## config.mk

```make
export PLATFORM = sky130hd
export DESIGN_NAME = simple_axi_read
export DESIGN_NICKNAME = d
export VERILOG_FILES = /design/src/hw/axi_read_pkg.sv /design/src/hw/burst_ctrl_if.sv /design/src/hw/read_fsm.sv /design/src/hw/transfer_counter.sv /design/src/hw/burst_align.sv /design/src/hw/simple_axi_read.sv
export SDC_FILE = /design/constraint.sdc
export NUM_CORES = 1
export LEC_CHECK = 0
export BUFFER_PORTS_ARGS = -buffer_cell sky130_fd_sc_hd__buf_2
export CAP_MARGIN = 5
export CORE_MARGIN = 1
export CORE_UTILIZATION = 55
export CTS_BUF_LIST = sky130_fd_sc_hd__clkbuf_2
export DETAILED_ROUTE_END_ITERATION = 10
export GPL_TIMING_DRIVEN = 0
export HOLD_SLACK_MARGIN = 0.06
export PLACE_DENSITY = 0.8
export SLEW_MARGIN = 20
export SYNTH_ARGS = -nofsm -noshare
export SYNTH_HDL_FRONTEND = slang
export SYNTH_SLANG_ARGS = --single-unit
```

## constraint.sdc

```tcl
create_clock -name clk_i -period 6.45 [get_ports clk_i]
set_input_delay 1.29 -clock clk_i [delete_from_list [all_inputs] [get_ports clk_i]]
set_output_delay 1.29 -clock clk_i [all_outputs]
set_load 0.05 [all_outputs]
```

## src/hw/axi_read_pkg.sv

```systemverilog
package axi_read_pkg;

   localparam int ADDR_W     = 32;
   localparam int DATA_W     = 32;
   localparam int OFFSET_W   = 2;    // Byte lanes of a 32-bit word
   localparam int AXI_LEN_W  = 8;
   localparam int XFER_LEN_W = 12;
   localparam int MAX_BEATS  = 16;
   localparam int BOUNDARY_W = 12;   // 4 KB page

   // Byte count including the leading offset, and the beats it spans
   localparam int REM_W   = XFER_LEN_W + 1;
   localparam int BEATS_W = REM_W - OFFSET_W;

   localparam logic [2:0] AXI_SIZE       = 3'($clog2(DATA_W / 8));
   localparam logic [1:0] AXI_BURST_INCR = 2'b01;
   localparam logic [3:0] AXI_CACHE      = 4'b0010;   // Normal non-cacheable
   localparam logic [2:0] AXI_PROT       = 3'b010;

   typedef logic [ADDR_W-1:0]     addr_t;
   typedef logic [DATA_W-1:0]     data_t;
   typedef logic [OFFSET_W-1:0]   offset_t;
   typedef logic [AXI_LEN_W-1:0]  axi_len_t;
   typedef logic [XFER_LEN_W-1:0] xfer_len_t;
   typedef logic [BEATS_W-1:0]    beat_cnt_t;

   typedef enum logic [1:0] {
      RD_IDLE,
      RD_PREP,
      RD_ADDR,
      RD_DATA
   } read_state_t;

endpackage

```

## src/hw/burst_ctrl_if.sv

```systemverilog
`timescale 1ns/1ns

interface burst_ctrl_if;
   import axi_read_pkg::*;

   logic     start_transfer;   // Load address and count
   logic     start_burst;      // AR handshake
   addr_t    burst_addr;
   axi_len_t burst_len;
   logic     last_burst;       // Current burst ends the transfer

   modport ctrl (
      output start_transfer,
      output start_burst,
      input  burst_addr,
      input  burst_len,
      input  last_burst
   );

   modport cnt (
      input  start_transfer,
      input  start_burst,
      output burst_addr,
      output burst_len,
      output last_burst
   );

endinterface

```

## src/hw/read_fsm.sv

```systemverilog
`timescale 1ns/1ns

module read_fsm (
   input  logic                     clk_i,
   input  logic                     rst_i,
   input  logic                     req_valid_i,
   input  logic                     align_empty_i,
   input  logic                     arready_i,
   input  logic                     rvalid_i,
   input  logic                     rlast_i,
   output logic                     arvalid_o,
   output logic                     rready_o,
   burst_ctrl_if.ctrl               bus,
   output axi_read_pkg::read_state_t state_o
);
   import axi_read_pkg::*;

   read_state_t state_q;
   logic        arvalid_q;
   logic        burst_done;

   // New request only once the aligner has drained the previous one
   assign bus.start_transfer = (state_q == RD_IDLE) && req_valid_i && align_empty_i;
   assign bus.start_burst    = (state_q == RD_ADDR) && arvalid_q && arready_i;

   assign burst_done = rvalid_i && rready_o && rlast_i;

   assign arvalid_o = arvalid_q;
   assign rready_o  = (state_q == RD_DATA);
   assign state_o   = state_q;

   always_ff @(posedge clk_i or posedge rst_i) begin
      if (rst_i) begin
         state_q   <= RD_IDLE;
         arvalid_q <= 1'b0;
      end else begin
         case (state_q)
            RD_IDLE: begin
               if (bus.start_transfer) begin
                  state_q <= RD_PREP;
               end
            end
            RD_PREP: begin
               // Burst length settles in this cycle
               arvalid_q <= 1'b1;
               state_q   <= RD_ADDR;
            end
            RD_ADDR: begin
               if (bus.start_burst) begin
                  arvalid_q <= 1'b0;
                  state_q   <= RD_DATA;
               end
            end
            RD_DATA: begin
               if (burst_done) begin
                  if (bus.last_burst) begin
                     state_q <= RD_IDLE;
                  end else begin
                     state_q <= RD_PREP;   // Next burst of the transfer
                  end
               end
            end
            default: begin
               state_q   <= RD_IDLE;
               arvalid_q <= 1'b0;
            end
         endcase
      end
   end

endmodule

```

## src/hw/transfer_counter.sv

```systemverilog
`timescale 1ns/1ns

module transfer_counter (
   input  logic                    clk_i,
   input  logic                    rst_i,
   input  axi_read_pkg::addr_t     addr_i,
   input  axi_read_pkg::xfer_len_t len_i,
   burst_ctrl_if.cnt               bus
);
   import axi_read_pkg::*;

   addr_t            cur_addr_q;    // Word aligned
   logic [REM_W-1:0] rem_q;         // Bytes left from aligned address
   logic             last_q;
   axi_len_t         len_q;

   logic [REM_W-1:0] rem_round;
   logic [REM_W-1:0] burst_bytes;
   beat_cnt_t        rem_beats;
   beat_cnt_t        bound_beats;
   beat_cnt_t        beats;
   logic             covers_all;

   always_comb begin
      rem_round = rem_q + REM_W'(2 ** OFFSET_W - 1);
      rem_beats = rem_round[REM_W-1:OFFSET_W];

      // Beats until the next 4 KB page
      bound_beats = BEATS_W'(2 ** (BOUNDARY_W - OFFSET_W))
                  - BEATS_W'(cur_addr_q[BOUNDARY_W-1:OFFSET_W]);

      beats = rem_beats;
      if (beats > BEATS_W'(MAX_BEATS)) begin
         beats = BEATS_W'(MAX_BEATS);
      end
      if (beats > bound_beats) begin
         beats = bound_beats;
      end

      covers_all  = (beats == rem_beats);
      burst_bytes = {beats, {OFFSET_W{1'b0}}};
   end

   always_ff @(posedge clk_i or posedge rst_i) begin
      if (rst_i) begin
         cur_addr_q <= '0;
         rem_q      <= '0;
         last_q     <= 1'b0;
      end else if (bus.start_transfer) begin
         cur_addr_q <= {addr_i[ADDR_W-1:OFFSET_W], {OFFSET_W{1'b0}}};
         rem_q      <= REM_W'(len_i) + REM_W'(addr_i[OFFSET_W-1:0]);
         last_q     <= 1'b0;
      end else if (bus.start_burst) begin
         cur_addr_q <= cur_addr_q + ADDR_W'(burst_bytes);
         last_q     <= covers_all;   // Holds for the data phase of this burst
         if (covers_all) begin
            rem_q <= '0;
         end else begin
            rem_q <= rem_q - burst_bytes;
         end
      end
   end

   // Registered length, stable from the end of RD_PREP through the AR handshake
   always_ff @(posedge clk_i) begin
      len_q <= axi_len_t'(beats - BEATS_W'(1));
   end

   assign bus.burst_addr = cur_addr_q;
   assign bus.burst_len  = len_q;
   assign bus.last_burst = last_q;

endmodule

```

## src/hw/burst_align.sv

```systemverilog
`timescale 1ns/1ns

module burst_align (
   input  logic                    clk_i,
   input  logic                    rst_i,
   input  axi_read_pkg::offset_t   offset_i,
   input  axi_read_pkg::xfer_len_t len_i,
   input  logic                    start_i,
   input  logic                    beat_valid_i,
   input  axi_read_pkg::data_t     beat_data_i,
   output axi_read_pkg::data_t     word_o,
   output logic                    word_valid_o,
   output logic                    word_last_o,
   output logic                    empty_o
);
   import axi_read_pkg::*;

   offset_t   offset_q;
   offset_t   tail_q;          // Valid bytes in last word, zero for all
   data_t     prev_q;
   beat_cnt_t beats_left_q;
   beat_cnt_t words_left_q;
   logic      first_q;         // No previous beat yet
   logic      flush_q;

   logic [REM_W-1:0]    beats_round;
   logic [REM_W-1:0]    words_round;
   data_t               new_data;
   logic [2*DATA_W-1:0] pair;
   data_t               shifted;
   data_t               keep_mask;
   logic                emit_beat;
   logic                final_beat;
   logic                last_word;

   always_comb begin
      beats_round = REM_W'(len_i) + REM_W'(offset_i) + REM_W'(2 ** OFFSET_W - 1);
      words_round = REM_W'(len_i) + REM_W'(2 ** OFFSET_W - 1);

      // Flush word has no newer beat behind it
      new_data = flush_q ? data_t'(0) : beat_data_i;
      pair     = {new_data, prev_q};
      shifted  = data_t'(pair >> {offset_q, 3'b000});

      emit_beat  = beat_valid_i && !first_q && (words_left_q != '0);
      final_beat = beat_valid_i && (beats_left_q == BEATS_W'(1));
      last_word  = (words_left_q == BEATS_W'(1));

      for (int i = 0; i < DATA_W / 8; i++) begin
         if (tail_q == '0 || i < int'(tail_q)) begin
            keep_mask[8*i +: 8] = 8'hff;
         end else begin
            keep_mask[8*i +: 8] = 8'h00;
         end
      end
   end

   assign word_valid_o = emit_beat || flush_q;
   assign word_last_o  = word_valid_o && last_word;
   assign word_o       = last_word ? (shifted & keep_mask) : shifted;
   assign empty_o      = (words_left_q == '0);

   always_ff @(posedge clk_i or posedge rst_i) begin
      if (rst_i) begin
         beats_left_q <= '0;
         words_left_q <= '0;
         first_q      <= 1'b0;
         flush_q      <= 1'b0;
      end else if (start_i) begin
         beats_left_q <= beats_round[REM_W-1:OFFSET_W];
         words_left_q <= words_round[REM_W-1:OFFSET_W];
         first_q      <= 1'b1;
         flush_q      <= 1'b0;
      end else begin
         if (beat_valid_i) begin
            beats_left_q <= beats_left_q - BEATS_W'(1);
            first_q      <= 1'b0;
         end
         if (word_valid_o) begin
            words_left_q <= words_left_q - BEATS_W'(1);
         end
         // One word still owed after the final beat
         flush_q <= final_beat && (words_left_q > BEATS_W'(emit_beat));
      end
   end

   always_ff @(posedge clk_i) begin
      if (start_i) begin
         offset_q <= offset_i;
         tail_q   <= len_i[OFFSET_W-1:0];
      end
      if (beat_valid_i) begin
         prev_q <= beat_data_i;
      end
   end

endmodule

```

## src/hw/simple_axi_read.sv

```systemverilog
`timescale 1ns/1ns

module simple_axi_read (
   input  logic                    clk_i,
   input  logic                    rst_i,

   // Simple side
   input  logic                    m_rvalid_i,
   input  axi_read_pkg::addr_t     m_raddr_i,
   input  axi_read_pkg::xfer_len_t m_rlen_i,
   output axi_read_pkg::data_t     m_rdata_o,
   output logic                    m_rready_o,
   output logic                    m_rlast_o,

   // AR channel
   output axi_read_pkg::addr_t     axi_araddr_o,
   output axi_read_pkg::axi_len_t  axi_arlen_o,
   output logic                    axi_arvalid_o,
   input  logic                    axi_arready_i,
   output logic [3:0]              axi_arid_o,
   output logic [2:0]              axi_arsize_o,
   output logic [1:0]              axi_arburst_o,
   output logic [3:0]              axi_arcache_o,
   output logic [2:0]              axi_arprot_o,

   // R channel
   input  axi_read_pkg::data_t     axi_rdata_i,
   input  logic                    axi_rvalid_i,
   input  logic                    axi_rlast_i,
   output logic                    axi_rready_o
);
   import axi_read_pkg::*;

   burst_ctrl_if ctrl_bus ();

   read_state_t rd_state;
   logic        align_empty;
   logic        beat_valid;

   assign axi_arid_o    = 4'h0;
   assign axi_arsize_o  = AXI_SIZE;
   assign axi_arburst_o = AXI_BURST_INCR;
   assign axi_arcache_o = AXI_CACHE;
   assign axi_arprot_o  = AXI_PROT;

   assign axi_araddr_o = ctrl_bus.burst_addr;
   assign axi_arlen_o  = ctrl_bus.burst_len;

   assign beat_valid = axi_rvalid_i && (rd_state == RD_DATA);   // Beat taken in data phase

   read_fsm u_fsm (
      .clk_i        (clk_i),
      .rst_i        (rst_i),
      .req_valid_i  (m_rvalid_i),
      .align_empty_i(align_empty),
      .arready_i    (axi_arready_i),
      .rvalid_i     (axi_rvalid_i),
      .rlast_i      (axi_rlast_i),
      .arvalid_o    (axi_arvalid_o),
      .rready_o     (axi_rready_o),
      .bus          (ctrl_bus.ctrl),
      .state_o      (rd_state)
   );

   transfer_counter u_counter (
      .clk_i (clk_i),
      .rst_i (rst_i),
      .addr_i(m_raddr_i),
      .len_i (m_rlen_i),
      .bus   (ctrl_bus.cnt)
   );

   burst_align u_align (
      .clk_i       (clk_i),
      .rst_i       (rst_i),
      .offset_i    (m_raddr_i[OFFSET_W-1:0]),
      .len_i       (m_rlen_i),
      .start_i     (ctrl_bus.start_transfer),
      .beat_valid_i(beat_valid),
      .beat_data_i (axi_rdata_i),
      .word_o      (m_rdata_o),
      .word_valid_o(m_rready_o),
      .word_last_o (m_rlast_o),
      .empty_o     (align_empty)
   );

endmodule

```

==> impl_metrics.tcl <==
set metrics [dict create \
    grt_max_degree 51 \
    drt_first_pass_iters 5 \
    critPathMaxStageDelay_ps 480 \
    cts_buffer_depth 2 \
    synth-adder-area-share_pct 7.504 \
    final_max_slew_viol_count 0 \
    antenna_found_initial 1 \
    synth-async-reset-ratio_pct 61.74 \
    place.gp.congestion 0.9379 \
    h-tree-depth 4 \
    synth-compound-area-share_pct 16.49 \
    clk_pin_slew_ps 180 \
    p_sw_share_pct 50.91 \
    ios 174 \
    setup_viol 0 \
    cp-end-kind "flop" \
    worstSetupPathType "flop to flop" \
    min-delay-path-class "input pin to async pin" \
    fin_util_pct 67.32 \
    p_leak_nw 4.622 \
    start_kind "flop" \
    slew_headroom_pct 39.94 \
    die-height_um 128.5 \
    synthXorXnorAreaFrac_pct 9.949 \
    synth_ff_type "dfrtp_1" \
    port_buffers 152 \
    via_count 8332 \
    yosys.area_share.simple_pct 19.91 \
    post_drt_via_cell_ratio 5.918 \
    insertion_delay_ps 740 \
    critPathSlowestCell "dfrtp_1" \
    crit_buf_inv 3 \
    grt_pass1_wl_um 38930 \
    p_switching_mw 2.565 \
    period_minus_slack_ps 6137 \
    wl_um 25160 \
    finalCritPeriodShare_pct 95.15 \
    areaGrowthSynthToFinish_pct 17.98 \
    arrival_ps 6820 \
    clock_sinks 115 \
    grt_pass1_vias 7641 \
    drtAntennaViolNets 0 \
    fin_skew_ps 34.15 \
    synth.distinct_cells 74 \
    drc 0 \
    path_max_fanout 10 \
    nets 1316 \
    core_um2 15430 \
    worst_path_dominant_cell_family "compound AO/OA/AOI/OAI gates" \
    synthCells 989 \
    syn_avg_cell_area_um2 8.901 \
    fillers 1327 \
    cp.required_ps 7140 \
    seq_power_share_pct 25.6 \
    die_w_um 128.5 \
    detail_route.wl_per_cell_um 17.87 \
    worst_slew_pin_slew_ps 900.9 \
    max-cap-violations 0 \
    cts_hold_buf 0 \
    clock.fmax_mhz 162.9 \
    clock_power_share_pct 11.7 \
    irDropWorstVdd_mv 0.3684 \
    synthMuxAreaShare_pct 5.244 \
    synth_top_family_by_area "simple AND/OR/NAND/NOR gates" \
    synthesis.area_um2 8803 \
    cpMostUsedCell "o21ai_0" \
    drive_above_1_share_pct 22.32 \
    grtUsageTotal_pct 30.61 \
    ys_ff_latch 115 \
    total_power_mw 5.039 \
    p_int_mw 2.474 \
    start_util_pct 57.06 \
    synth_warnings 0 \
    hold_viol 0 \
    rows 45 \
    dp_hpwl_um 18750 \
    cts_buffers 17 \
    drt_iter0_markers 678 \
    rsz0062_at_grt "true" \
    dieArea_um2 16520 \
    overflow 0 \
    cts_tree "built" \
    cts_root_buf "clkbuf_2" \
    synth-edff-count 36 \
    comb_power_share_pct 62.8 \
    status "finished, final reports clean" \
    powerDensity_nw_per_um2 485.2 \
    synth-seq-area-share_pct 34.28 \
]
synth_stat cells, drive strengths merged, types with 15 or more instances:
cell type	count	area, um^2
xnor2	52	455.4
dfrtp	71	1777
buf	34	259.0
nor2	67	251.5
clkbuf	32	125.1
edfxtp	36	1081
inv	50	187.7
mux2i	27	270.3
nor3	23	115.1
nand4	15	93.84
a21oi	59	295.3
a211oi	24	180.2
nand2	86	322.8
xor2	48	420.4
ha	48	600.6
o21ai	64	320.3
nand3	33	165.2
nor2b	23	143.9
o22ai	16	100.1
and2	21	131.4
and3	19	118.9
per-stage QoR:
step | instance area (um^2) | hold slack [ps] | setup slack, ps | setup TNS (ps) | std cells
after detailed placement | 9941 | 484.6 | -515.9 | -6570 | 1375
after global routing | 10390 | 421.8 | -49.02 | -88.13 | 1408
final | 10390 | 494.3 | 312.8 | 0 | 1408
after global placement | 9911 | 468.3 | -280.0 | -3578 | 1374
after floorplan | 8886 | 448.4 | 821.8 | 0 | 1011
after CTS | 10270 | 463.0 | 111.0 | 0 | 1405
metal layers:
metal / GRT usage [%] / part of all wire, % / vias up
li1: - / - / 3898
met1: 41.68 / 43 / 3944
met2: 47.63 / 45 / 425
met3: 8.108 / 10 / 65
met4: 9.619 / 2.0 / 0
met5: 0 / 0 / -
flip-flops by register name (all words and copies together), names as in the netlist:
signal / flops
u_align.beats_left_q: 11
u_align.first_q: 1
u_align.flush_q: 1
u_align.offset_q: 2
u_align.prev_q: 32
u_align.tail_q: 2
u_align.words_left_q: 11
u_counter.bus.burst_addr: 30
u_counter.bus.burst_len: 8
u_counter.bus.last_burst: 1
u_counter.rem_q: 13
u_fsm.arvalid_o: 1
u_fsm.state_o: 2
final timing paths:
check	start	end	slack [ps]	cells after the start
max reg2reg	u_counter.rem_q[0]$_DFFE_PP0P_	u_counter.rem_q[12]$_DFFE_PP0P_	310	25
min reg2reg	u_align.words_left_q[6]$_DFFE_PP0P_	u_align.words_left_q[6]$_DFFE_PP0P_	520	1
max	u_counter.rem_q[0]$_DFFE_PP0P_	u_counter.rem_q[12]$_DFFE_PP0P_	310	25
min	rst_i	u_counter.bus.burst_addr[7]$_DFFE_PP0P_	490	2
min in group clk_i	u_align.words_left_q[6]$_DFFE_PP0P_	u_align.words_left_q[6]$_DFFE_PP0P_	520	1
max in group asynchronous	rst_i	u_align.words_left_q[6]$_DFFE_PP0P_	5380	3
layout by cell type, fill, tap and decap left out, types with 23 or more instances in the layout:
cell      count
o21ai_0      62
nand3_1      32
nor2_1       64
buf_2       155
nor2b_1      23
conb_1       24
clkbuf_1     26
xnor2_1      52
dfrtp_1      70
edfxtp_1     36
ha_1         48
mux2i_1      27
nand2_1      86
xor2_1       48
a21oi_1      56
inv_1        48
final cells by class:
class                   count  area [um^2]  share of cell area, %
diodes                      1        2.502                0.02409
well taps                 211        264.0                  2.542
clock buffers              21        105.1                  1.012
plain buffers              63        376.6                  3.626
multi-input cells         779         5430                  52.28
repair buffers            156        810.8                  7.806
inverters                  51        193.9                  1.867
flip-flops and latches    115         3019                  29.07
clock inverters            11        183.9                  1.771
power groups by stage:
stage,registers (mW),logic (mW),clock network [mW]
6_report,1.29,3.16,0.588
2_1_floorplan,1.59,2.00,0
5_1_grt,1.32,3.44,0.624
4_1_cts,1.27,3.04,0.586
3_5_place_dp,1.28,2.99,0
3_3_place_gp,1.28,2.93,0
kinds of logic (layout without fill, tap and decap cells):
| kind of cell | count (synthesis) | after routing |
|---|---|---|
| adder cells (fa/ha/maj) | 51 | 51 |
| multiplexers | 36 | 36 |
| buffers and inverters | 117 | 302 |
| flip-flops | 115 | 115 |
| other | 2 | 25 |
| AND/OR/NAND/NOR | 340 | 340 |
| XOR/XNOR | 100 | 100 |
| AO/OA/AOI/OAI | 228 | 228 |
what timing repair did:
action | CTS | global route
pin swaps | 1 | 3
gates cloned | 0 | 0
resized for setup | 11 | 21
endpoints found under the setup margin | 23 | 28
setup buffers | 1 | 2
Note: power is estimated with default switching activity, not from simulation.
